File: config.mk
export PLATFORM = sky130hd
export DESIGN_NAME = issue_stage
export DESIGN_NICKNAME = d
export VERILOG_FILES = /design/src/verilog/rename_pkg.sv /design/src/verilog/rename_if.sv /design/src/verilog/issue_stage.sv /design/src/verilog/issue_register.sv /design/src/verilog/issue_control.sv /design/src/verilog/free_list.sv /design/src/verilog/map_table.sv /design/src/verilog/inst_field_decoder.sv
export SDC_FILE = /design/constraint.sdc
export NUM_CORES = 2
export LEC_CHECK = 0
export CAP_MARGIN = 20
export CORE_MARGIN = 3
export CORE_UTILIZATION = 48
export CTS_BUF_LIST = sky130_fd_sc_hd__clkbuf_4
export DETAILED_ROUTE_END_ITERATION = 7
export DONT_BUFFER_PORTS = 1
export RECOVER_POWER = 100
export SLEW_MARGIN = 40
export SYNTH_ARGS = -nofsm -noshare
export SYNTH_HDL_FRONTEND = slang
export SYNTH_SLANG_ARGS = --single-unit
export TNS_END_PERCENT = 1
File: constraint.sdc
create_clock -name clk -period 4.01 [get_ports clk]
set_clock_uncertainty 0.1 [all_clocks]
set_input_delay 0.401 -clock clk [delete_from_list [all_inputs] [get_ports clk]]
set_output_delay 0.401 -clock clk [all_outputs]
set_load 0.02 [all_outputs]
File: src/verilog/rename_pkg.sv
`default_nettype none

package rename_pkg;

    // ======================================================================
    // Machine sizes
    // ======================================================================
    localparam int NUM_LANES   = 2;
    localparam int ARCH_REGS   = 32;
    // Wide enough for up to 64 physical registers
    localparam int PHYS_ADDR_W = 6;

    // ======================================================================
    // Types with a meaning
    // ======================================================================
    typedef logic [31:0]            instr_t;
    typedef logic [31:0]            addr_t;
    typedef logic [4:0]             arch_reg_t;
    typedef logic [PHYS_ADDR_W-1:0] phys_reg_t;
    // One bit per lane, bit 0 is lane 0
    typedef logic [NUM_LANES-1:0]   lane_mask_t;

    // ======================================================================
    // RV32I opcodes of the rd-writing classes
    // ======================================================================
    localparam logic [6:0] OPC_OP     = 7'b0110011;
    localparam logic [6:0] OPC_OP_IMM = 7'b0010011;
    localparam logic [6:0] OPC_LOAD   = 7'b0000011;
    localparam logic [6:0] OPC_LUI    = 7'b0110111;
    localparam logic [6:0] OPC_AUIPC  = 7'b0010111;
    localparam logic [6:0] OPC_JAL    = 7'b1101111;
    localparam logic [6:0] OPC_JALR   = 7'b1100111;

endpackage

`default_nettype wire
File: src/verilog/rename_if.sv
`timescale 1ns/100ps
`default_nettype none

// Decoded register fields of one lane, on the way to rename
interface rename_req_if;
    logic                  valid;
    rename_pkg::arch_reg_t rs1;
    rename_pkg::arch_reg_t rs2;
    rename_pkg::arch_reg_t rd;
    // Set only for a valid lane that writes a non-zero rd
    logic                  writes_rd;

    modport source (
        output valid, rs1, rs2, rd, writes_rd
    );

    modport sink (
        input valid, rs1, rs2, rd, writes_rd
    );
endinterface

// Renamed physical numbers of one lane
interface rename_res_if;
    rename_pkg::phys_reg_t rs1_phys;
    rename_pkg::phys_reg_t rs2_phys;
    rename_pkg::phys_reg_t rd_phys;
    // Previous mapping of rd, freed by the ROB when this lane retires
    rename_pkg::phys_reg_t old_rd_phys;

    modport source (
        output rs1_phys, rs2_phys, rd_phys, old_rd_phys
    );

    modport sink (
        input rs1_phys, rs2_phys, rd_phys, old_rd_phys
    );
endinterface

`default_nettype wire

File: src/verilog/issue_stage.sv
`timescale 1ns/100ps
`default_nettype none

module issue_stage #(
    parameter int PHYS_REGS = 64
) (
    input  logic                   clk,
    input  logic                   reset,
    // Fetch side
    input  rename_pkg::lane_mask_t in_valid_i,
    input  rename_pkg::instr_t     instr0_i,
    input  rename_pkg::instr_t     instr1_i,
    input  rename_pkg::addr_t      pc0_i,
    input  rename_pkg::addr_t      pc1_i,
    output logic                   in_ready_o,
    input  logic                   flush_i,
    // ROB retire returns
    input  rename_pkg::lane_mask_t commit_valid_i,
    input  rename_pkg::phys_reg_t  commit_phys0_i,
    input  rename_pkg::phys_reg_t  commit_phys1_i,
    // Dispatch side
    input  logic                   dispatch_ready_i,
    output rename_pkg::lane_mask_t issue_valid_o,
    output rename_pkg::addr_t      issue_pc0_o,
    output rename_pkg::addr_t      issue_pc1_o,
    output rename_pkg::phys_reg_t  rs1_phys0_o,
    output rename_pkg::phys_reg_t  rs2_phys0_o,
    output rename_pkg::phys_reg_t  rd_phys0_o,
    output rename_pkg::phys_reg_t  old_rd_phys0_o,
    output rename_pkg::phys_reg_t  rs1_phys1_o,
    output rename_pkg::phys_reg_t  rs2_phys1_o,
    output rename_pkg::phys_reg_t  rd_phys1_o,
    output rename_pkg::phys_reg_t  old_rd_phys1_o,
    output rename_pkg::lane_mask_t writes_rd_o
);

    rename_req_if req0_if ();
    rename_req_if req1_if ();
    rename_res_if res0_if ();
    rename_res_if res1_if ();

    rename_pkg::phys_reg_t            alloc0;
    rename_pkg::phys_reg_t            alloc1;
    logic [rename_pkg::PHYS_ADDR_W:0] free_count;
    rename_pkg::lane_mask_t           want;
    logic                             accept;
    logic                             load_en;

    // ======================================================================
    // Decode
    // ======================================================================
    inst_field_decoder dec0_i (.instr_i(instr0_i), .valid_i(in_valid_i[0]), .req_o(req0_if));
    inst_field_decoder dec1_i (.instr_i(instr1_i), .valid_i(in_valid_i[1]), .req_o(req1_if));

    // Lanes that need a fresh physical register
    assign want = {req1_if.writes_rd, req0_if.writes_rd};

    // ======================================================================
    // Rename datapath
    // ======================================================================
    map_table #(.PHYS_REGS(PHYS_REGS)) map_i (
        .clk(clk), .reset(reset),
        .req0_i(req0_if), .req1_i(req1_if),
        .alloc0_i(alloc0), .alloc1_i(alloc1),
        .accept_i(accept),
        .res0_o(res0_if), .res1_o(res1_if)
    );

    free_list #(.PHYS_REGS(PHYS_REGS)) free_i (
        .clk(clk), .reset(reset),
        .want_i(want), .accept_i(accept),
        .alloc0_o(alloc0), .alloc1_o(alloc1),
        .free_count_o(free_count),
        .commit_valid_i(commit_valid_i),
        .commit_phys0_i(commit_phys0_i), .commit_phys1_i(commit_phys1_i)
    );

    // ======================================================================
    // Handshake and output register
    // ======================================================================
    issue_control ctrl_i (
        .in_valid_i(in_valid_i), .flush_i(flush_i),
        .dispatch_ready_i(dispatch_ready_i), .free_count_i(free_count),
        .in_ready_o(in_ready_o), .accept_o(accept), .load_en_o(load_en)
    );

    issue_register out_i (
        .clk(clk), .reset(reset),
        .load_en_i(load_en), .accept_i(accept), .flush_i(flush_i),
        .req0_i(req0_if), .req1_i(req1_if), .res0_i(res0_if), .res1_i(res1_if),
        .pc0_i(pc0_i), .pc1_i(pc1_i),
        .issue_valid_o(issue_valid_o), .issue_pc0_o(issue_pc0_o), .issue_pc1_o(issue_pc1_o),
        .rs1_phys0_o(rs1_phys0_o), .rs2_phys0_o(rs2_phys0_o),
        .rd_phys0_o(rd_phys0_o), .old_rd_phys0_o(old_rd_phys0_o),
        .rs1_phys1_o(rs1_phys1_o), .rs2_phys1_o(rs2_phys1_o),
        .rd_phys1_o(rd_phys1_o), .old_rd_phys1_o(old_rd_phys1_o),
        .writes_rd_o(writes_rd_o)
    );

endmodule

`default_nettype wire

File: src/verilog/issue_register.sv
`timescale 1ns/100ps
`default_nettype none

module issue_register (
    input  logic                   clk,
    input  logic                   reset,
    input  logic                   load_en_i,
    input  logic                   accept_i,
    input  logic                   flush_i,
    rename_req_if.sink             req0_i,
    rename_req_if.sink             req1_i,
    rename_res_if.sink             res0_i,
    rename_res_if.sink             res1_i,
    input  rename_pkg::addr_t      pc0_i,
    input  rename_pkg::addr_t      pc1_i,
    output rename_pkg::lane_mask_t issue_valid_o,
    output rename_pkg::addr_t      issue_pc0_o,
    output rename_pkg::addr_t      issue_pc1_o,
    output rename_pkg::phys_reg_t  rs1_phys0_o,
    output rename_pkg::phys_reg_t  rs2_phys0_o,
    output rename_pkg::phys_reg_t  rd_phys0_o,
    output rename_pkg::phys_reg_t  old_rd_phys0_o,
    output rename_pkg::phys_reg_t  rs1_phys1_o,
    output rename_pkg::phys_reg_t  rs2_phys1_o,
    output rename_pkg::phys_reg_t  rd_phys1_o,
    output rename_pkg::phys_reg_t  old_rd_phys1_o,
    output rename_pkg::lane_mask_t writes_rd_o
);

    // ======================================================================
    // Lane control bits
    // ======================================================================

    always_ff @(posedge clk or negedge reset) begin
        if (!reset) begin
            issue_valid_o <= '0;
            writes_rd_o   <= '0;
        end else if (flush_i) begin
            issue_valid_o <= '0;
            writes_rd_o   <= '0;
        end else if (load_en_i) begin
            // Nothing accepted leaves a bubble in front of dispatch
            issue_valid_o <= accept_i ? {req1_i.valid, req0_i.valid} : '0;
            writes_rd_o   <= accept_i ? {req1_i.writes_rd, req0_i.writes_rd} : '0;
        end
    end

    // ======================================================================
    // Renamed payload
    // ======================================================================

    // Held under back-pressure, qualified by issue_valid_o downstream
    always_ff @(posedge clk or negedge reset) begin
        if (!reset) begin
            issue_pc0_o    <= '0;
            issue_pc1_o    <= '0;
            rs1_phys0_o    <= '0;
            rs2_phys0_o    <= '0;
            rd_phys0_o     <= '0;
            old_rd_phys0_o <= '0;
            rs1_phys1_o    <= '0;
            rs2_phys1_o    <= '0;
            rd_phys1_o     <= '0;
            old_rd_phys1_o <= '0;
        end else if (load_en_i) begin
            issue_pc0_o    <= pc0_i;
            issue_pc1_o    <= pc1_i;
            rs1_phys0_o    <= res0_i.rs1_phys;
            rs2_phys0_o    <= res0_i.rs2_phys;
            rd_phys0_o     <= res0_i.rd_phys;
            old_rd_phys0_o <= res0_i.old_rd_phys;
            rs1_phys1_o    <= res1_i.rs1_phys;
            rs2_phys1_o    <= res1_i.rs2_phys;
            rd_phys1_o     <= res1_i.rd_phys;
            old_rd_phys1_o <= res1_i.old_rd_phys;
        end
    end

endmodule

`default_nettype wire

File: src/verilog/issue_control.sv
`timescale 1ns/100ps
`default_nettype none

module issue_control (
    input  rename_pkg::lane_mask_t           in_valid_i,
    input  logic                             flush_i,
    input  logic                             dispatch_ready_i,
    input  logic [rename_pkg::PHYS_ADDR_W:0] free_count_i,
    output logic                             in_ready_o,
    output logic                             accept_o,
    output logic                             load_en_o
);

    logic regs_avail;

    // ======================================================================
    // Input side
    // ======================================================================

    // Two free entries cover the worst case of both lanes writing
    assign regs_avail = (free_count_i >= 2);

    // Whole-bundle ready, no partial acceptance
    assign in_ready_o = dispatch_ready_i && regs_avail && !flush_i;

    // An all-idle bundle is not an acceptance and renames nothing
    assign accept_o = in_ready_o && (in_valid_i != '0);

    // ======================================================================
    // Output side
    // ======================================================================

    // Output register moves whenever dispatch takes its content
    // Flush overrides the load and empties the stage
    assign load_en_o = dispatch_ready_i && !flush_i;

endmodule

`default_nettype wire

File: src/verilog/free_list.sv
`timescale 1ns/100ps
`default_nettype none

module free_list #(
    parameter int PHYS_REGS = 64
) (
    input  logic                               clk,
    input  logic                               reset,
    input  rename_pkg::lane_mask_t             want_i,
    input  logic                               accept_i,
    output rename_pkg::phys_reg_t              alloc0_o,
    output rename_pkg::phys_reg_t              alloc1_o,
    output logic [rename_pkg::PHYS_ADDR_W:0]   free_count_o,
    input  rename_pkg::lane_mask_t             commit_valid_i,
    input  rename_pkg::phys_reg_t              commit_phys0_i,
    input  rename_pkg::phys_reg_t              commit_phys1_i
);

    localparam int INIT_FREE = PHYS_REGS - rename_pkg::ARCH_REGS;

    typedef logic [rename_pkg::PHYS_ADDR_W-1:0] idx_t;
    typedef logic [rename_pkg::PHYS_ADDR_W:0]   count_t;

    rename_pkg::phys_reg_t entries [PHYS_REGS];
    idx_t                  head;
    idx_t                  tail;
    count_t                count;
    logic [1:0]            pop_num;
    logic [1:0]            push_num;

    // Step a queue index forward by n slots, wrapping at PHYS_REGS
    function automatic idx_t advance(input idx_t idx, input logic [1:0] n);
        idx_t r;
        r = idx;
        for (int s = 0; s < 2; s++) begin
            if (s < n) begin
                r = (r == idx_t'(PHYS_REGS - 1)) ? '0 : r + 1'b1;
            end
        end
        return r;
    endfunction

    // ======================================================================
    // Allocation
    // ======================================================================

    // Lane 1 takes the second entry only when lane 0 also writes
    assign alloc0_o = entries[head];
    assign alloc1_o = want_i[0] ? entries[advance(head, 2'd1)] : entries[head];

    assign pop_num  = accept_i ? {1'b0, want_i[0]} + {1'b0, want_i[1]} : 2'd0;
    assign push_num = {1'b0, commit_valid_i[0]} + {1'b0, commit_valid_i[1]};

    assign free_count_o = count;

    // ======================================================================
    // Queue state
    // ======================================================================

    always_ff @(posedge clk or negedge reset) begin
        if (!reset) begin
            // Everything above the architectural set starts free, ascending
            for (int k = 0; k < PHYS_REGS; k++) begin
                entries[k] <= (k < INIT_FREE) ?
                              rename_pkg::phys_reg_t'(rename_pkg::ARCH_REGS + k) : '0;
            end
            head  <= '0;
            tail  <= idx_t'(INIT_FREE);
            count <= count_t'(INIT_FREE);
        end else begin
            // Commit returns land at the tail, lane 0 first
            if (commit_valid_i[0]) begin
                entries[tail] <= commit_phys0_i;
            end
            if (commit_valid_i[1]) begin
                entries[advance(tail, {1'b0, commit_valid_i[0]})] <= commit_phys1_i;
            end
            head  <= advance(head, pop_num);
            tail  <= advance(tail, push_num);
            count <= count - count_t'(pop_num) + count_t'(push_num);
        end
    end

endmodule

`default_nettype wire

File: src/verilog/map_table.sv
`timescale 1ns/100ps
`default_nettype none

module map_table #(
    parameter int PHYS_REGS = 64
) (
    input  logic                  clk,
    input  logic                  reset,
    rename_req_if.sink            req0_i,
    rename_req_if.sink            req1_i,
    input  rename_pkg::phys_reg_t alloc0_i,
    input  rename_pkg::phys_reg_t alloc1_i,
    input  logic                  accept_i,
    rename_res_if.source          res0_o,
    rename_res_if.source          res1_o
);

    // Identity reset needs a spare register beyond the architectural set
    if (PHYS_REGS <= rename_pkg::ARCH_REGS + 1 ||
        PHYS_REGS > 2 ** rename_pkg::PHYS_ADDR_W) begin : g_bad_size
        $error("map_table: PHYS_REGS out of range");
    end

    rename_pkg::phys_reg_t map_q [rename_pkg::ARCH_REGS];

    logic fwd_rs1;
    logic fwd_rs2;
    logic same_rd;

    // ======================================================================
    // Lookup
    // ======================================================================

    // Entry 0 is never written, so x0 keeps physical 0
    assign res0_o.rs1_phys    = map_q[req0_i.rs1];
    assign res0_o.rs2_phys    = map_q[req0_i.rs2];
    assign res0_o.rd_phys     = req0_i.writes_rd ? alloc0_i : '0;
    assign res0_o.old_rd_phys = req0_i.writes_rd ? map_q[req0_i.rd] : '0;

    // Lane 1 sees lane 0's new rd inside the same bundle
    // rd of a writing lane is never x0, so x0 sources never forward
    assign fwd_rs1 = req0_i.writes_rd && (req1_i.rs1 == req0_i.rd);
    assign fwd_rs2 = req0_i.writes_rd && (req1_i.rs2 == req0_i.rd);
    assign same_rd = req0_i.writes_rd && (req1_i.rd == req0_i.rd);

    assign res1_o.rs1_phys = fwd_rs1 ? alloc0_i : map_q[req1_i.rs1];
    assign res1_o.rs2_phys = fwd_rs2 ? alloc0_i : map_q[req1_i.rs2];
    assign res1_o.rd_phys  = req1_i.writes_rd ? alloc1_i : '0;

    // WAW in one bundle chains lane 1's old mapping to lane 0's new one
    always_comb begin
        if (!req1_i.writes_rd) begin
            res1_o.old_rd_phys = '0;
        end else if (same_rd) begin
            res1_o.old_rd_phys = alloc0_i;
        end else begin
            res1_o.old_rd_phys = map_q[req1_i.rd];
        end
    end

    // ======================================================================
    // Update
    // ======================================================================

    always_ff @(posedge clk or negedge reset) begin
        if (!reset) begin
            for (int i = 0; i < rename_pkg::ARCH_REGS; i++) begin
                map_q[i] <= rename_pkg::phys_reg_t'(i);
            end
        end else if (accept_i) begin
            if (req0_i.writes_rd) begin
                map_q[req0_i.rd] <= alloc0_i;
            end
            // Lane order, so lane 1 wins on the same rd
            if (req1_i.writes_rd) begin
                map_q[req1_i.rd] <= alloc1_i;
            end
        end
    end

endmodule

`default_nettype wire

File: src/verilog/inst_field_decoder.sv
`timescale 1ns/100ps
`default_nettype none

module inst_field_decoder (
    input  rename_pkg::instr_t instr_i,
    input  logic               valid_i,
    rename_req_if.source       req_o
);

    logic [6:0]            opcode;
    rename_pkg::arch_reg_t rd;
    logic                  write_class;

    // ======================================================================
    // Field extraction
    // ======================================================================

    // RV32I keeps the register fields at fixed positions in every format
    assign opcode = instr_i[6:0];
    assign rd     = instr_i[11:7];

    assign req_o.valid = valid_i;
    assign req_o.rs1   = instr_i[19:15];
    assign req_o.rs2   = instr_i[24:20];
    assign req_o.rd    = rd;

    // ======================================================================
    // Destination write decision
    // ======================================================================

    // Stores, branches, fences and system ops never write rd
    assign write_class = opcode inside {
        rename_pkg::OPC_OP,
        rename_pkg::OPC_OP_IMM,
        rename_pkg::OPC_LOAD,
        rename_pkg::OPC_LUI,
        rename_pkg::OPC_AUIPC,
        rename_pkg::OPC_JAL,
        rename_pkg::OPC_JALR
    };

    // x0 as destination is a discard, so no register is taken for it
    // An idle lane never allocates either
    assign req_o.writes_rd = valid_i && write_class && (rd != '0);

endmodule

`default_nettype wire

-- Word-level counts from Yosys, hierarchy flattened
Index checks and enable logic that the tools add are counted.
- memories: 0
- bits of input ports: 148
- bits in read-only memories: 0
- flip-flop bits (word level): 711
- latch bits: 0
- RAM bits: 0
- reductions and logical operators: 22
- muxes and demuxes: 66
- add/sub/neg operators: 8
- bitwise gates (word level): 10
- multiply operators: 0
- magnitude comparators: 20
- shift operators: 0
- divide/modulo/power cells: 0
- equal/unequal tests: 21
- operators by type and width (operator ; number):
    $bwmux W384 ; 2
    $mux W384 ; 2
    $mux W192 ; 3
    $bwmux W192 ; 2
    $mux W6 ; 38
    $bmux W6 S5 ; 6
    $bmux W6 S6 ; 2
    $demux W6 S6 ; 2
    $demux W6 S5 ; 2
    $ge A6 B6 Y1 const B ; 6
    $not A5 Y6 ; 6
    $eq A7 B5 Y1 const B ; 4
    $eq A7 B6 Y1 const B ; 4
    $eq A7 B7 Y1 const B ; 4
    $ge A7 B7 Y1 const B ; 4
    $not A6 Y7 ; 4
    $add A6 B1 Y6 const B ; 4
    $eq A6 B6 Y1 const B ; 4
    $eq A5 B5 Y1 ; 3
    $logic_and A1 B1 Y1 ; 15
    $eq A7 B2 Y1 const B ; 2
    $lt A7 B1 Y1 const B ; 2
    $mux W2 ; 7
    $reduce_bool A7 Y1 ; 2
    other kinds (10) ; 17

-- Longest topological paths before layout
- depth after elaboration: 11
- depth in mapped cells: 21
- depth with buffers taken out: 18

-- Modules after synthesis
From an unflattened synthesis, not the netlist that was laid out.
- cells, all modules: 4786
- area total of the unflattened synthesis: 49633.9 um2
- by module, submodules not included (module ; cells each ; times used ; area each (um2) ; sequential area each (um2)):
    free_list ; 2806 ; 1 ; 26538.0 ; 10227.3
    map_table ; 1678 ; 1 ; 18358.9 ; 4904.7
    issue_register ; 249 ; 1 ; 4369.2 ; 2902.8
    inst_field_decoder ; 23 ; 2 ; 162.7 ; 0.0
    issue_control ; 7 ; 1 ; 42.5 ; 0.0

-- Least setup slack after synthesis
Ideal clock, no wire load.
- path type: input-to-reg
- from: input instr0_i[8]
- to: register free_i.count[6] (netlist: free_i.free_count_o[6])
- library setup time: 79 ps
- cell stages on the path: 21
- arrival: 4137 ps
- path buffers: 4
- slack: -306 ps
- path through: clkbuf_1 nor2_1 nand2_1 nand3_1 inv_1 buf_1 clkbuf_1 clkbuf_1 ha_1 inv_1 nor2_1 ha_1 inv_1 ha_1 fa_1 a21oi_1 o21bai_1 a21oi_1 nor2_1 nor2_1 xor2_1
- word-level cells in the longest chain between the ends: 6
- ends and longest elaborated chain (element ; RTL line ; text):
    from (decl) ; issue_stage.sv:11 ; input rename_pkg::instr_t instr0_i,
    $reduce_bool A5 Y1 ; inst_field_decoder.sv:44 ; assign req_o.writes_rd = valid_i && write_class && (rd != '0);
    $logic_and A1 B1 Y1 ; inst_field_decoder.sv:44 ;
    $add A1 B1 Y2 ; free_list.sv:51 ; assign pop_num = accept_i ? {1'b0, want_i[0]} + {1'b0, want_i[1]} : 2'd0;
    $mux W2 ; free_list.sv:51 ;
    $sub A7 B2 Y7 ; free_list.sv:80 ; count <= count - count_t'(pop_num) + count_t'(push_num);
    $add A7 B2 Y7 ; free_list.sv:80 ;
    to (signal assigned) ; free_list.sv:69 ; count <= count_t'(INIT_FREE);
    to (signal assigned) ; free_list.sv:80 ;
    to (decl) ; free_list.sv:27 ; count_t count;
Every way passes these cells.
A chain may end at the register's enable or synchronous reset.

-- Final worst setup path
- from: register map_i.map_q[19] (netlist bit)
- to: register out_i.old_rd_phys1_o[1]
- word-level cells in the longest chain between the ends: 5
- ends and longest elaborated chain (element ; RTL line ; text):
    from (decl) ; map_table.sv:24 ; rename_pkg::phys_reg_t map_q [rename_pkg::ARCH_REGS];
    from (signal, indexed assignment) ; map_table.sv:68 ; map_q[i] <= rename_pkg::phys_reg_t'(i);
    from (signal, indexed assignment) ; map_table.sv:72 ; map_q[req0_i.rd] <= alloc0_i;
    from (signal, indexed assignment) ; map_table.sv:76 ; map_q[req1_i.rd] <= alloc1_i;
    $bmux W6 S5 ; map_table.sv:57 ; res1_o.old_rd_phys = map_q[req1_i.rd];
    $mux W6 (not written as such) (2 in series) ; map_table.sv:57 ;
    $mux W6 ; map_table.sv:54 ; end else if (same_rd) begin
    $mux W6 ; map_table.sv:52 ; if (!req1_i.writes_rd) begin
    to (signal assigned) ; issue_register.sv:75 ; old_rd_phys1_o <= res1_i.old_rd_phys;
    to (decl) ; issue_register.sv:26 ; output rename_pkg::phys_reg_t old_rd_phys1_o,
Every way passes these cells. The select of a mux whose other input is x is not followed.

==> flow_summary.toml <==
[timing]
max_transition_margin_pct = -21.8
timing.setup.tns_ps = -28.7
post-route-period-util_pct = 101
time_the_worst_path_needs_with_i_o_delays_and_setup_ps = 4040
setup_violations = 1
holdWs_ps = 39.6
final-max-slew-violation-count = 308
timing.final.ws_setup_ps = -28.7
max_freq_mhz = 248
final-hold-violation-count = 0
grt_setup_unrepaired = "true"
worstMarginPinSlew_ps = 1830

[critical_path]
worst_ep_required_time_ps = 4970
worst-endpoint-arrival_ps = 5000
critPathCaptureType = "register"
crit_type = "reg -> reg"
crit_path_max_fanout = 7
critical_path.startpoint_type = "register"

[final_layout]
area_growth_syn_to_layout_pct = 16.8
stdcell_count = 6824
post-route-util_pct = 56.7
most_common_cell_after_layout_fill_and_taps_aside = "nand2_1"
multi_input_comb_area_um2 = 30100
filler_cell_count = 8921
final-seq-area_um2 = 18000
drive_above_1_share_pct = 27.3
mostFrequentLayoutCells = "nand2_1, dfrtp_1, mux4_2"
finalNetCount = 5421

[yosys]
postSynthRegisterBits = 711
yosysWarnings = 0
synth.cell_area_um2 = 50400
seq_area_frac_synth_pct = 35.8
synthesis.instances = 4929
yosys.cell_types.count = 97
netlist_top_cells_area = "dfrtp_1, mux4_2, dfstp_2, mux2i_1, nand2_1"
count_of_flip_flops_with_a_built_in_enable_after_synthesis = 0
synth_ff_type = "dfrtp_1"
asyncSetResetFlopFracSynth_pct = 100
synthesis.nets = 5099
synth_area_per_cell_um2 = 10.2
synth.largest_area_cell = "dfrtp_1"
synth.top_cell.area_share_pct = 25.7

[cts]
cts_num_sinks = 711
htreeDepth = 4
cts_root_buf = "clkbuf_4"
worst_setup_hold_path_clk_slew_ps = 90
tritoncts = "built"
cts_buffers = 200
clk-insertion-delay-late_ps = 1190
cts_buffer_depth = 3

[placement]
placed_wire_length_estimate_um = 133000
numPlacedInstances = 6065
place.port_buffers = 0
finalWeightedCongestion = 1.03
pre_cts_ws_ps = 176

[floorplanning]
floorplan.die.width_um = 330
floorplan.rows = 118
floorplan.core_area_um2 = 104000
die_h_um = 330
fp.dieArea_um2 = 109000
start_util_pct = 48.5
num_io_pins = 265

[flow_run]
maxCapViolCount = 3

[global_routing]
antenna_found_initial = 17
grt_max_degree = 712
grt_pass1_vias = 45000
global_route.usage.total_pct = 39.6
residual_overflow_from_global_routing = 0
wire_length_of_the_first_global_routing_pass_um = 316000

[hold_path]
timing.hold.worst.class = "in -> reg"

[routing]
via_cell_ratio = 6.91
drt_iter0_drc = 6298
detailedRoute.firstPassIterationCount = 8
wl_per_cell_um = 31.9
drc = 1
finalWirelength_um = 218000
vias = 47100
ant_nets = 0

[pwr]
vdd.ir_drop.worst_uv = 445
powerDensity_nw_per_um2 = 559
power.static_leakage_nw = 23.6

[status]
failed_checks = "design-rule violations, max-capacitance violations, max-slew violations, negative setup slack"
outcome = "finished, violations left"
report_power, final:
part	leakage, nW	switching (mW)	internal, mW
sequential	8.76	2.08	9.54
combinational	13.2	8.14	5.72
clock	1.64	3.49	3.92
total	23.6	13.7	19.2
routing by layer:
| metal | vias to the layer above | track usage, % | wire, um |
|---|---|---|---|
| met2 | 3815 | 58.0 | 93700 |
| met3 | 1031 | 15.4 | 28900 |
| li1 | 19300 | - | - |
| met4 | 10 | 26.9 | 18900 |
| met1 | 23000 | 48.3 | 76200 |
| met5 | - | 0.621 | 155 |
metrics by stage:
stage                     instance area (um^2)  power, mW
after floorplan                          50400       19.3
after global placement                   52000       23.6
after detailed placement                 52000       23.9
after CTS                                58500       32.0
after global routing                     58800       34.3
final                                    58800       32.9
Yosys cell counts, types with 32 or more instances:
library cell    n
dfstp_2       194
buf_2          85
nand2_1       938
mux2_2        121
o22ai_1       115
nand3_1       129
a31oi_1        77
nand4_1        46
clkbuf_1      278
buf_1          51
a21oi_1       179
a211oi_1       32
a221oi_1       47
mux2i_1       419
nor2_1        330
dfrtp_1       517
inv_1          46
mux4_2        456
o21ai_0       359
worst max-delay path, stage by stage (launching register included):
cell and delay [ps]:
dfrtp_1 530, mux4_2 530, mux4_2 550, mux2i_1 170, dlygate4sd3_1 580, nand2_1 60
dlygate4sd3_1 560, o21ai_0 70, dlygate4sd3_1 560, buf_4 140, o21ai_0 70
cell families after synthesis:
group / share of synthesized area (%)
xor gates and xnor gates: 0.571
buffers and inverters: 4.57
DFF: 35.8
muxes: 31.6
adders and majority gates: 0.576
and+or+nand+nor: 13.5
AOI/OAI and AO/OA: 13.4
worst paths after layout:
check                                             start                                  end  slack (ps)  cells past startpoint
min in group asynchronous                         reset    out_i.issue_pc1_o[16]$_DFFE_PN0P_        1070                      4
max reg2reg                 map_i.map_q[19]$_DFFE_PN0N_  out_i.old_rd_phys1_o[1]$_DFFE_PN0P_         -30                     10
max in group asynchronous                         reset        free_i.entries[106]$_DFF_PN0_         700                      6
max                         map_i.map_q[19]$_DFFE_PN0N_  out_i.old_rd_phys1_o[1]$_DFFE_PN0P_         -30                     10
min reg2reg                map_i.map_q[189]$_DFFE_PN0N_         map_i.map_q[189]$_DFFE_PN0N_         380                      0
min                                         instr0_i[7]  out_i.old_rd_phys0_o[2]$_DFFE_PN0P_          40                      5
flip-flops by register name, summed over array words and instances (netlist names), 7 cells and up:
register             cells
out_i.issue_pc0_o       32
free_i.free_count_o      7
out_i.issue_pc1_o       32
map_i.map_q            192
free_i.entries         384
cell type report:
class                      instances  area share, %
clock inverter                    55          0.636
clock buffer                     318           4.06
sequential                       711           30.7
tap                             1380           2.93
inverter                          51          0.325
multi-input combinational       3707           51.2
timing repair buffer             580           10.1
antenna                           22         0.0936
what timing repair did:
| action | CTS | global route |
|---|---|---|
| endpoints found under the setup margin | 0 | 21 |
| setup buffers | 0 | 3 |
| resized for setup | 0 | 16 |
| endpoints found under the hold margin | 1412 | 400 |
| hold buffers | 348 | 5 |
(Power assumes the default switching activity.)
